==> config.mk <==
export PLATFORM = sky130hd
export DESIGN_NAME = l2_cache_top
export DESIGN_NICKNAME = d
export VERILOG_FILES = /design/src/l2_cache_pkg.sv /design/src/l2_cache_top.sv /design/src/l2_ctrl_fsm.sv /design/src/l2_plru.sv /design/src/l2_way_bank.sv /design/src/l2_req_arbiter.sv
export VERILOG_INCLUDE_DIRS = /design/src
export SDC_FILE = /design/constraint.sdc
export NUM_CORES = 2
export LEC_CHECK = 0
export BUFFER_PORTS_ARGS = -buffer_cell sky130_fd_sc_hd__buf_2
export CORE_UTILIZATION = 56
export DETAILED_ROUTE_END_ITERATION = 7
export PLACE_DENSITY = 0.71
export SLEW_MARGIN = 20
export SYNTH_ARGS = -nofsm -noshare
export SYNTH_HDL_FRONTEND = slang
export SYNTH_SLANG_ARGS = --single-unit
export TNS_END_PERCENT = 100
==> constraint.sdc <==
create_clock -name clk -period 14.99 [get_ports clk]
set_clock_uncertainty 0.1 [all_clocks]
set_input_delay 0.7495 -clock clk [delete_from_list [all_inputs] [get_ports clk]]
set_output_delay 0.7495 -clock clk [all_outputs]
set_load 0.05 [all_outputs]
==> src/l2_cache_defs.svh <==
`ifndef L2_CACHE_DEFS_SVH
`define L2_CACHE_DEFS_SVH

// Geometry
`define L2_WAYS         4
`define L2_WAY_BITS     2
`define L2_INDEX_WIDTH  2
`define L2_SETS         (1 << `L2_INDEX_WIDTH)
`define L2_OFFSET_WIDTH 2
`define L2_LINE_BITS    128
`define L2_TAG_WIDTH    26

// Address field positions, byte bits at the bottom
`define L2_OFFSET_LSB   2
`define L2_INDEX_LSB    (`L2_OFFSET_LSB + `L2_OFFSET_WIDTH)
`define L2_TAG_LSB      (`L2_INDEX_LSB + `L2_INDEX_WIDTH)

`endif
==> src/l2_cache_pkg.sv <==
`default_nettype none

package l2_cache_pkg;

    // Controller states
    typedef enum logic [2:0] {
        IDLE,
        LOOKUP,
        WB_REQ,
        REFILL_REQ,
        REFILL_WAIT
    } l2_ctrl_state_t;

    // Origin of a request, data read and write kept apart
    typedef enum logic [1:0] {
        SRC_NONE,
        SRC_ICACHE,
        SRC_DREAD,
        SRC_DWRITE
    } l2_source_t;

endpackage

`default_nettype wire

==> src/l2_cache_top.sv <==
`timescale 1ns/1ns
`default_nettype none

`include "l2_cache_defs.svh"

module l2_cache_top (
    input  logic                      clk,
    input  logic                      reset,
    // Instruction L1
    input  logic                      icache_req,
    input  logic [31:0]               icache_addr,
    output logic                      icache_addr_ok,
    output logic                      icache_data_ok,
    output logic [`L2_LINE_BITS-1:0]  icache_rdata,
    // Data L1
    input  logic                      dcache_req,
    input  logic                      dcache_wr,
    input  logic [31:0]               dcache_addr,
    input  logic [31:0]               dcache_wdata,
    input  logic [3:0]                dcache_wstrb,
    output logic                      dcache_addr_ok,
    output logic                      dcache_data_ok,
    output logic [`L2_LINE_BITS-1:0]  dcache_rdata,
    // Memory bridge
    output logic                      mem_req_r,
    output logic [31:0]               mem_addr_r,
    input  logic                      mem_addr_ok_r,
    input  logic                      mem_data_ok,
    input  logic [`L2_LINE_BITS-1:0]  mem_rdata,
    output logic                      mem_req_w,
    output logic [31:0]               mem_addr_w,
    output logic [`L2_LINE_BITS-1:0]  mem_wdata,
    input  logic                      mem_addr_ok_w
);

    l2_cache_pkg::l2_source_t grant_source;
    l2_cache_pkg::l2_source_t buf_source;

    logic [`L2_INDEX_WIDTH-1:0]                 buf_index;
    logic [`L2_TAG_WIDTH-1:0]                   buf_tag;
    logic [`L2_OFFSET_WIDTH-1:0]                buf_offset;
    logic [31:0]                                buf_wdata;
    logic [3:0]                                 buf_wstrb;
    logic [31:0]                                buf_addr;
    logic                                       accept;
    logic [`L2_WAYS-1:0]                        write_en_vec;
    logic [`L2_WAYS-1:0]                        fill_en_vec;
    logic [`L2_WAYS-1:0]                        hit_vec;
    logic [`L2_WAYS-1:0]                        valid_vec;
    logic [`L2_WAYS-1:0]                        dirty_vec;
    logic [`L2_WAYS-1:0][`L2_TAG_WIDTH-1:0]     victim_tags;
    logic [`L2_WAYS-1:0][`L2_LINE_BITS-1:0]     way_lines;
    logic                                       touch;
    logic [`L2_WAY_BITS-1:0]                    touch_way;
    logic [`L2_WAY_BITS-1:0]                    plru_victim;
    logic [`L2_LINE_BITS-1:0]                   rdata;

    l2_req_arbiter u_arbiter (
        .clk          (clk),
        .reset        (reset),
        .icache_req   (icache_req),
        .icache_addr  (icache_addr),
        .dcache_req   (dcache_req),
        .dcache_wr    (dcache_wr),
        .dcache_addr  (dcache_addr),
        .dcache_wdata (dcache_wdata),
        .dcache_wstrb (dcache_wstrb),
        .accept       (accept),
        .grant_source (grant_source),
        .buf_source   (buf_source),
        .buf_index    (buf_index),
        .buf_tag      (buf_tag),
        .buf_offset   (buf_offset),
        .buf_wdata    (buf_wdata),
        .buf_wstrb    (buf_wstrb),
        .buf_addr     (buf_addr)
    );

    for (genvar g = 0; g < `L2_WAYS; g++) begin : g_way
        l2_way_bank u_bank (
            .clk        (clk),
            .reset      (reset),
            .index      (buf_index),
            .tag        (buf_tag),
            .offset     (buf_offset),
            .wdata      (buf_wdata),
            .wstrb      (buf_wstrb),
            .write_en   (write_en_vec[g]),
            .fill_en    (fill_en_vec[g]),
            .fill_line  (mem_rdata),
            .hit        (hit_vec[g]),
            .valid      (valid_vec[g]),
            .dirty      (dirty_vec[g]),
            .victim_tag (victim_tags[g]),
            .line       (way_lines[g])
        );
    end

    l2_plru u_plru (
        .clk        (clk),
        .reset      (reset),
        .index      (buf_index),
        .touch      (touch),
        .touch_way  (touch_way),
        .victim_way (plru_victim)
    );

    l2_ctrl_fsm u_ctrl (
        .clk            (clk),
        .reset          (reset),
        .grant_source   (grant_source),
        .buf_source     (buf_source),
        .buf_index      (buf_index),
        .buf_addr       (buf_addr),
        .hit_vec        (hit_vec),
        .valid_vec      (valid_vec),
        .dirty_vec      (dirty_vec),
        .victim_tags    (victim_tags),
        .way_lines      (way_lines),
        .plru_victim    (plru_victim),
        .mem_addr_ok_r  (mem_addr_ok_r),
        .mem_addr_ok_w  (mem_addr_ok_w),
        .mem_data_ok    (mem_data_ok),
        .accept         (accept),
        .write_en_vec   (write_en_vec),
        .fill_en_vec    (fill_en_vec),
        .touch          (touch),
        .touch_way      (touch_way),
        .icache_addr_ok (icache_addr_ok),
        .icache_data_ok (icache_data_ok),
        .dcache_addr_ok (dcache_addr_ok),
        .dcache_data_ok (dcache_data_ok),
        .rdata          (rdata),
        .mem_req_r      (mem_req_r),
        .mem_addr_r     (mem_addr_r),
        .mem_req_w      (mem_req_w),
        .mem_addr_w     (mem_addr_w),
        .mem_wdata      (mem_wdata)
    );

    // One line feeds both L1 read ports
    assign icache_rdata = rdata;
    assign dcache_rdata = rdata;

endmodule

`default_nettype wire

==> src/l2_ctrl_fsm.sv <==
`timescale 1ns/1ns
`default_nettype none

`include "l2_cache_defs.svh"

module l2_ctrl_fsm (
    input  logic                                        clk,
    input  logic                                        reset,
    input  l2_cache_pkg::l2_source_t                    grant_source,
    input  l2_cache_pkg::l2_source_t                    buf_source,
    input  logic [`L2_INDEX_WIDTH-1:0]                  buf_index,
    input  logic [31:0]                                 buf_addr,
    input  logic [`L2_WAYS-1:0]                         hit_vec,
    input  logic [`L2_WAYS-1:0]                         valid_vec,
    input  logic [`L2_WAYS-1:0]                         dirty_vec,
    input  logic [`L2_WAYS-1:0][`L2_TAG_WIDTH-1:0]      victim_tags,
    input  logic [`L2_WAYS-1:0][`L2_LINE_BITS-1:0]      way_lines,
    input  logic [`L2_WAY_BITS-1:0]                     plru_victim,
    input  logic                                        mem_addr_ok_r,
    input  logic                                        mem_addr_ok_w,
    input  logic                                        mem_data_ok,
    output logic                                        accept,
    output logic [`L2_WAYS-1:0]                         write_en_vec,
    output logic [`L2_WAYS-1:0]                         fill_en_vec,
    output logic                                        touch,
    output logic [`L2_WAY_BITS-1:0]                     touch_way,
    output logic                                        icache_addr_ok,
    output logic                                        icache_data_ok,
    output logic                                        dcache_addr_ok,
    output logic                                        dcache_data_ok,
    output logic [`L2_LINE_BITS-1:0]                    rdata,
    output logic                                        mem_req_r,
    output logic [31:0]                                 mem_addr_r,
    output logic                                        mem_req_w,
    output logic [31:0]                                 mem_addr_w,
    output logic [`L2_LINE_BITS-1:0]                    mem_wdata
);

    l2_cache_pkg::l2_ctrl_state_t state;
    l2_cache_pkg::l2_ctrl_state_t state_next;

    logic                    hit_any;
    logic                    lookup_hit;
    logic [`L2_WAY_BITS-1:0] hit_way;
    logic [`L2_WAY_BITS-1:0] miss_way;
    logic [`L2_WAY_BITS-1:0] victim_way;

    assign hit_any    = |hit_vec;
    assign lookup_hit = (state == l2_cache_pkg::LOOKUP) && hit_any;

    // Hit vector is one-hot
    always_comb begin
        hit_way = '0;
        for (int w = 0; w < `L2_WAYS; w++) begin
            if (hit_vec[w]) begin
                hit_way = w[`L2_WAY_BITS-1:0];
            end
        end
    end

    // Lowest invalid way first, tree choice otherwise
    always_comb begin
        miss_way = plru_victim;
        for (int w = `L2_WAYS - 1; w >= 0; w--) begin
            if (!valid_vec[w]) begin
                miss_way = w[`L2_WAY_BITS-1:0];
            end
        end
    end

    always_comb begin
        state_next = state;
        case (state)
            l2_cache_pkg::IDLE: begin
                if (accept) begin
                    state_next = l2_cache_pkg::LOOKUP;
                end
            end
            l2_cache_pkg::LOOKUP: begin
                if (hit_any) begin
                    state_next = l2_cache_pkg::IDLE;
                end else if (valid_vec[miss_way] && dirty_vec[miss_way]) begin
                    state_next = l2_cache_pkg::WB_REQ;
                end else begin
                    state_next = l2_cache_pkg::REFILL_REQ;
                end
            end
            l2_cache_pkg::WB_REQ: begin
                if (mem_addr_ok_w) begin
                    state_next = l2_cache_pkg::REFILL_REQ;
                end
            end
            l2_cache_pkg::REFILL_REQ: begin
                if (mem_addr_ok_r) begin
                    state_next = l2_cache_pkg::REFILL_WAIT;
                end
            end
            l2_cache_pkg::REFILL_WAIT: begin
                if (mem_data_ok) begin
                    state_next = l2_cache_pkg::LOOKUP;
                end
            end
            default: state_next = l2_cache_pkg::IDLE;
        endcase
    end

    always_ff @(posedge clk) begin
        if (reset) begin
            state <= l2_cache_pkg::IDLE;
        end else begin
            state <= state_next;
        end
    end

    always_ff @(posedge clk) begin
        if ((state == l2_cache_pkg::LOOKUP) && !hit_any) begin
            victim_way <= miss_way;
        end
    end

    // L1 side strobes
    assign accept = (state == l2_cache_pkg::IDLE) && (grant_source != l2_cache_pkg::SRC_NONE);
    assign icache_addr_ok = accept && (grant_source == l2_cache_pkg::SRC_ICACHE);
    assign dcache_addr_ok = accept && (grant_source != l2_cache_pkg::SRC_ICACHE);
    assign icache_data_ok = lookup_hit && (buf_source == l2_cache_pkg::SRC_ICACHE);
    assign dcache_data_ok = lookup_hit && (buf_source != l2_cache_pkg::SRC_ICACHE);

    // Line before any store merge
    assign rdata = way_lines[hit_way];

    assign write_en_vec = (lookup_hit && (buf_source == l2_cache_pkg::SRC_DWRITE)) ?
                          hit_vec : '0;
    assign fill_en_vec  = ((state == l2_cache_pkg::REFILL_WAIT) && mem_data_ok) ?
                          ({{(`L2_WAYS-1){1'b0}}, 1'b1} << victim_way) : '0;
    assign touch     = lookup_hit;
    assign touch_way = hit_way;

    // Memory side
    assign mem_req_w  = (state == l2_cache_pkg::WB_REQ);
    assign mem_addr_w = {victim_tags[victim_way], buf_index, {`L2_INDEX_LSB{1'b0}}};
    assign mem_wdata  = way_lines[victim_way];
    assign mem_req_r  = (state == l2_cache_pkg::REFILL_REQ);
    assign mem_addr_r = {buf_addr[31:`L2_INDEX_LSB], {`L2_INDEX_LSB{1'b0}}};

endmodule

`default_nettype wire

==> src/l2_plru.sv <==
`timescale 1ns/1ns
`default_nettype none

`include "l2_cache_defs.svh"

module l2_plru (
    input  logic                        clk,
    input  logic                        reset,
    input  logic [`L2_INDEX_WIDTH-1:0]  index,
    input  logic                        touch,
    input  logic [`L2_WAY_BITS-1:0]     touch_way,
    output logic [`L2_WAY_BITS-1:0]     victim_way
);

    // Bit 0 picks the half, bit 1 the low pair, bit 2 the high pair
    logic [`L2_SETS-1:0][`L2_WAYS-2:0] tree;
    logic [`L2_WAYS-2:0]               cur;

    assign cur = tree[index];

    always_comb begin
        if (cur[0]) begin
            victim_way = {1'b1, cur[2]};
        end else begin
            victim_way = {1'b0, cur[1]};
        end
    end

    always_ff @(posedge clk) begin
        if (reset) begin
            tree <= '0;
        end else if (touch) begin
            // Point every level away from the touched way
            tree[index][0] <= ~touch_way[1];
            if (touch_way[1]) begin
                tree[index][2] <= ~touch_way[0];
            end else begin
                tree[index][1] <= ~touch_way[0];
            end
        end
    end

endmodule

`default_nettype wire

==> src/l2_way_bank.sv <==
`timescale 1ns/1ns
`default_nettype none

`include "l2_cache_defs.svh"

module l2_way_bank (
    input  logic                        clk,
    input  logic                        reset,
    input  logic [`L2_INDEX_WIDTH-1:0]  index,
    input  logic [`L2_TAG_WIDTH-1:0]    tag,
    input  logic [`L2_OFFSET_WIDTH-1:0] offset,
    input  logic [31:0]                 wdata,
    input  logic [3:0]                  wstrb,
    input  logic                        write_en,
    input  logic                        fill_en,
    input  logic [`L2_LINE_BITS-1:0]    fill_line,
    output logic                        hit,
    output logic                        valid,
    output logic                        dirty,
    output logic [`L2_TAG_WIDTH-1:0]    victim_tag,
    output logic [`L2_LINE_BITS-1:0]    line
);

    logic [`L2_TAG_WIDTH-1:0]  tag_mem  [`L2_SETS];
    logic [`L2_LINE_BITS-1:0]  line_mem [`L2_SETS];
    logic [`L2_SETS-1:0]       valid_bits;
    logic [`L2_SETS-1:0]       dirty_bits;
    logic [`L2_LINE_BITS-1:0]  merged;

    // Read side, all at the buffered index
    assign valid      = valid_bits[index];
    assign dirty      = dirty_bits[index];
    assign victim_tag = tag_mem[index];
    assign line       = line_mem[index];
    assign hit        = valid && (tag_mem[index] == tag);

    // Byte merge of the store word into the stored line
    always_comb begin
        merged = line_mem[index];
        for (int b = 0; b < 4; b++) begin
            if (wstrb[b]) begin
                merged[offset * 32 + b * 8 +: 8] = wdata[b * 8 +: 8];
            end
        end
    end

    always_ff @(posedge clk) begin
        if (reset) begin
            valid_bits <= '0;
            dirty_bits <= '0;
        end else if (fill_en) begin
            valid_bits[index] <= 1'b1;
            dirty_bits[index] <= 1'b0;
        end else if (write_en) begin
            dirty_bits[index] <= 1'b1;
        end
    end

    always_ff @(posedge clk) begin
        if (fill_en) begin
            tag_mem[index]  <= tag;
            line_mem[index] <= fill_line;
        end else if (write_en) begin
            line_mem[index] <= merged;
        end
    end

endmodule

`default_nettype wire

==> src/l2_req_arbiter.sv <==
`timescale 1ns/1ns
`default_nettype none

`include "l2_cache_defs.svh"

module l2_req_arbiter (
    input  logic                               clk,
    input  logic                               reset,
    input  logic                               icache_req,
    input  logic [31:0]                        icache_addr,
    input  logic                               dcache_req,
    input  logic                               dcache_wr,
    input  logic [31:0]                        dcache_addr,
    input  logic [31:0]                        dcache_wdata,
    input  logic [3:0]                         dcache_wstrb,
    input  logic                               accept,
    output l2_cache_pkg::l2_source_t           grant_source,
    output l2_cache_pkg::l2_source_t           buf_source,
    output logic [`L2_INDEX_WIDTH-1:0]         buf_index,
    output logic [`L2_TAG_WIDTH-1:0]           buf_tag,
    output logic [`L2_OFFSET_WIDTH-1:0]        buf_offset,
    output logic [31:0]                        buf_wdata,
    output logic [3:0]                         buf_wstrb,
    output logic [31:0]                        buf_addr
);

    logic [31:0] sel_addr;

    // Data side wins
    always_comb begin
        if (dcache_req) begin
            grant_source = dcache_wr ? l2_cache_pkg::SRC_DWRITE : l2_cache_pkg::SRC_DREAD;
        end else if (icache_req) begin
            grant_source = l2_cache_pkg::SRC_ICACHE;
        end else begin
            grant_source = l2_cache_pkg::SRC_NONE;
        end
    end

    assign sel_addr = dcache_req ? dcache_addr : icache_addr;

    always_ff @(posedge clk) begin
        if (reset) begin
            buf_source <= l2_cache_pkg::SRC_NONE;
        end else if (accept) begin
            buf_source <= grant_source;
        end
    end

    always_ff @(posedge clk) begin
        if (accept) begin
            buf_addr  <= sel_addr;
            buf_wdata <= dcache_wdata;
            // Instruction fetches never write
            buf_wstrb <= dcache_req ? dcache_wstrb : 4'b0000;
        end
    end

    assign buf_offset = buf_addr[`L2_INDEX_LSB-1:`L2_OFFSET_LSB];
    assign buf_index  = buf_addr[`L2_TAG_LSB-1:`L2_INDEX_LSB];
    assign buf_tag    = buf_addr[31:`L2_TAG_LSB];

endmodule

`default_nettype wire

==> impl_metrics.csv <==
group,metric,value,unit
route,post_drt_wl_per_cell,33.2,µm
min_path,hp-start,"dcache_wstrb[3]",
cts,h-tree-depth,5,
global_route,grt_pass1_wl,480,mm
timing,tns,0,ns
synth,synth-main-ff-cell,"edfxtp_1",
run,max-cap-violations,0,
synth,synth.avg_cell_area,16.7,µm²
global_route,antenna_found_initial,79,
power,vdd_ir_drop_max,211,µV
critical_path,reg2reg_depth,11,
cts,numCtsBuffers,284,
floorplanning,initial_utilization,56.5,%
synth,synthCells,6755,
status,violations,"DRC",
cts,ctsResizeCount,0,
floorplanning,io_pins,690,
route,via_per_inst,6.75,
placed_design,gp_congestion,0.849,
synth,ys_seq_area_share,68.2,%
global_route,use_met3,6.57,%
cts,numClockSinks,2583,
synth,synth_compound_area_share,6.93,%
placed_design,hpwl,193,mm
global_route,grt_pass1_vias,67200,
route,drc,75,
floorplanning,rows,164,
cts,root_buffer,"clkbuf_16",
global_route,gr-usage-all-layers,33.3,%
cells_and_area,area_delta_synth_final,13.1,%
synth,synth_edf_count,2532,
synth,syn_area,0.113,mm²
power,p_clk_share,27.3,%
critical_path,critPathKind,"flop to output port",
cts,cts_hold_buffers,84,
global_route,grt_use_met2,51.4,%
global_route,overflow,0,
cells_and_area,final_cell_mix,"edfxtp_1, mux4_2, a21oi_1",
cts,clockBufferDepth,4,
critical_path,required,14.14,ns
timing,setup_viol,0,
synth,ys_seq_elements,2583,
power,pwr-share-comb,38.2,%
timing,whs,0.0490,ns
cells_and_area,drive_gt1_share,26.9,%
synth,yosys.area_share.simple,3.90,%
timing,finalMaxSlewViolations,0,
power,switchingPower,9.37,mW
min_path,whs_endpoint,"u_arbiter.buf_wstrb[3]$_SDFFCE_PN0P_",
power,p_int,15.2,mW
synth,synth_top_family_by_area,"multiplexers",
route,ant_nets,0,
status,status,"finished, violations left",
synth,yosysWarnings,0,
critical_path,setup.worst_path.start_class,"flop",
timing,fin_ws,5.96,ns
min_path,min_path_cells,2,
critical_path,r2r-end,"g_way[0].u_bank.line_mem[2][103]$_DFFE_PP_",
power,power.static_leakage,42.6,nW
synth,synth.area.mux_share,17.3,%
route,vias,69100,
timing,relSlewSlack,16.9,%
synth,synthXorXnorAreaFrac,0.643,%
timing,period_needed,9.03,ns
timing,fmax,111,MHz
synth,synth.distinct_cells,72,
route,wirelength,340,mm
power,swShare,38.2,%
power,power_density,192,mW/mm²
critical_path,cp.arrival,8.18,ns
route,drt_first_pass_iters,8,
cts,path_clk_slew,0.06,ns
floorplanning,dieArea,0.204,mm²
global_route,busiest_layer,"met2",
cts,insertion_delay,0.96,ns
floorplanning,coreArea,0.200,mm²
timing,hold_viol_final,0,
timing,worstMarginPinSlew,1.25,ns
global_route,grt_max_degree,159,
cts,cts_tree,"done",
critical_path,cp_max_fo,44,
timing,rsz0062_at_grt,"no",
min_path,hold_class,"input pin to flop",
floorplanning,die_y,451,µm
critical_path,end_kind,"output port",
cells_and_area,finish.net_count,7568,
critical_path,reg2reg_setup_slack,6.47,ns
synth,yosys.area_share.adder,0.0553,%
route,drt_iter0_drc,9326,
cts,cts_setup_buffers,0,
synth,async_flop_share,0,%
cells_and_area,layout_commonest_cell,"edfxtp_1",
timing,post-route-period-util,60.2,%
power,p_seq_share,34.5,%
global_route,use_met1,43.8,%
placed_design,io_buffers,677,
placed_design,pre_cts_slack,6.59,ns
floorplanning,die_w,451,µm
## final cells by class
type                    instances  area (µm²)
flip-flops and latches       2583       77100
inverters                      23        93.8
repair buffers                899        5560
clock inverters               121        1140
fillers                     13800       72200
diodes                         73         183
multi-input cells            3536       33000
well taps                    2656        3320
clock buffers                 347        7560
## power groups by stage
stage | Sequential, mW | Clock, mW | Combinational (mW)
after floorplan | 8.36 | 0 | 7.27
after global placement | 8.59 | 0 | 9.24
after detailed placement | 8.60 | 0 | 9.31
after CTS | 8.45 | 6.73 | 9.36
after global routing | 8.45 | 7.00 | 9.75
final | 8.46 | 6.69 | 9.38
## through the flow
step	cells	utilization, %	total power [mW]	cell area (µm²)
6_report	10200	63.9	24.5	128000
3_3_place_gp	9611	59.0	17.8	118000
5_1_grt	10200	63.9	25.2	128000
2_1_floorplan	6762	-	15.6	113000
3_5_place_dp	9613	59.0	17.9	118000
4_1_cts	10200	63.8	24.5	128000
## worst max-delay path, stage by stage, from the launching register on
cell and delay, ns:
dfxtp_4 0.83, buf_4 0.81, inv_2 0.62, mux2i_1 0.52, o22ai_1 0.12, a2111oi_0 0.36, buf_4 0.22, and4_4 0.60
buf_4 0.78, nand3_4 0.68, buf_4 0.65, o22ai_1 0.29, a21oi_1 0.23, buf_2 0.34
## Yosys cell counts, types with 6 or more instances
cell type	instances	share of area, %
nand2_1	446	1.5
a2bb2oi_1	7	0.054
edfxtp_1	2532	67
o21ai_0	224	0.99
xor2_1	12	0.093
buf_1	21	0.070
nor4_1	11	0.061
and3_1	6	0.033
a211oi_1	84	0.56
buf_2	125	0.55
o22ai_1	64	0.35
mux4_2	745	15
and2_1	140	0.77
buf_6	11	0.11
mux2_2	42	0.42
a21oi_1	737	3.3
xnor2_1	71	0.55
nand4_1	22	0.12
a221oi_1	6	0.046
a22oi_1	7	0.046
mux2i_1	233	2.1
nand2b_1	6	0.033
nor2_1	294	0.98
a21o_1	76	0.50
nor3_1	21	0.093
dfxtp_1	51	0.90
o21ai_1	177	0.78
inv_1	22	0.073
clkbuf_1	275	0.91
buf_4	188	1.2
nand3_1	15	0.066
## logic make-up (layout without fill, tap and decap cells)
| group | count (synthesis) | after routing |
|---|---|---|
| flops | 2583 | 2583 |
| buf+inv | 643 | 1390 |
| compound gates | 1423 | 1423 |
| mux | 1020 | 1020 |
| xor+xnor | 83 | 83 |
| simple gates | 997 | 997 |
| other cells | 1 | 81 |
| fa+ha+maj | 5 | 5 |
## sequential cells by signal, indices dropped and copies added (netlist names), named ones only
register	cells
g_way.u_bank.line_mem	2048
g_way.u_bank.tag_mem	416
u_arbiter.buf_wdata	32
u_arbiter.buf_addr	30
g_way.u_bank.valid_bits	16
u_plru.tree	12
u_arbiter.buf_wstrb	4
u_ctrl.state	3
u_arbiter.buf_source	2
u_ctrl.victim_way	2
## layer usage
metal / vias up / routed length, µm / share of wire, %
met2: 4819 / 161000 / 47
met3: 975 / 37400 / 11
met1: 35100 / 119000 / 35
li1: 28100 / - / -
met4: 50 / 22500 / 6.6
met5: - / 299 / 0.088
## how the worst max path moves through the flow
stage | startpoint | endpoint | slack [ns] | cells after the start
finish | flop | dcache_rdata[0] | 5.96 | 13
global route | flop | dcache_rdata[2] | 5.73 | 13
CTS | flop | dcache_rdata[2] | 6.04 | 13
detailed placement | flop | g_way[0].u_bank.line_mem[2][125]$_DFFE_PP_ | 6.59 | 11
global placement | flop | g_way[0].u_bank.line_mem[3][32]$_DFFE_PP_ | 6.64 | 11
floorplan | flop | g_way[0].u_bank.line_mem[0][0]$_DFFE_PP_ | 5.85 | 13
No activity file was read; power rests on OpenSTA's default activity.
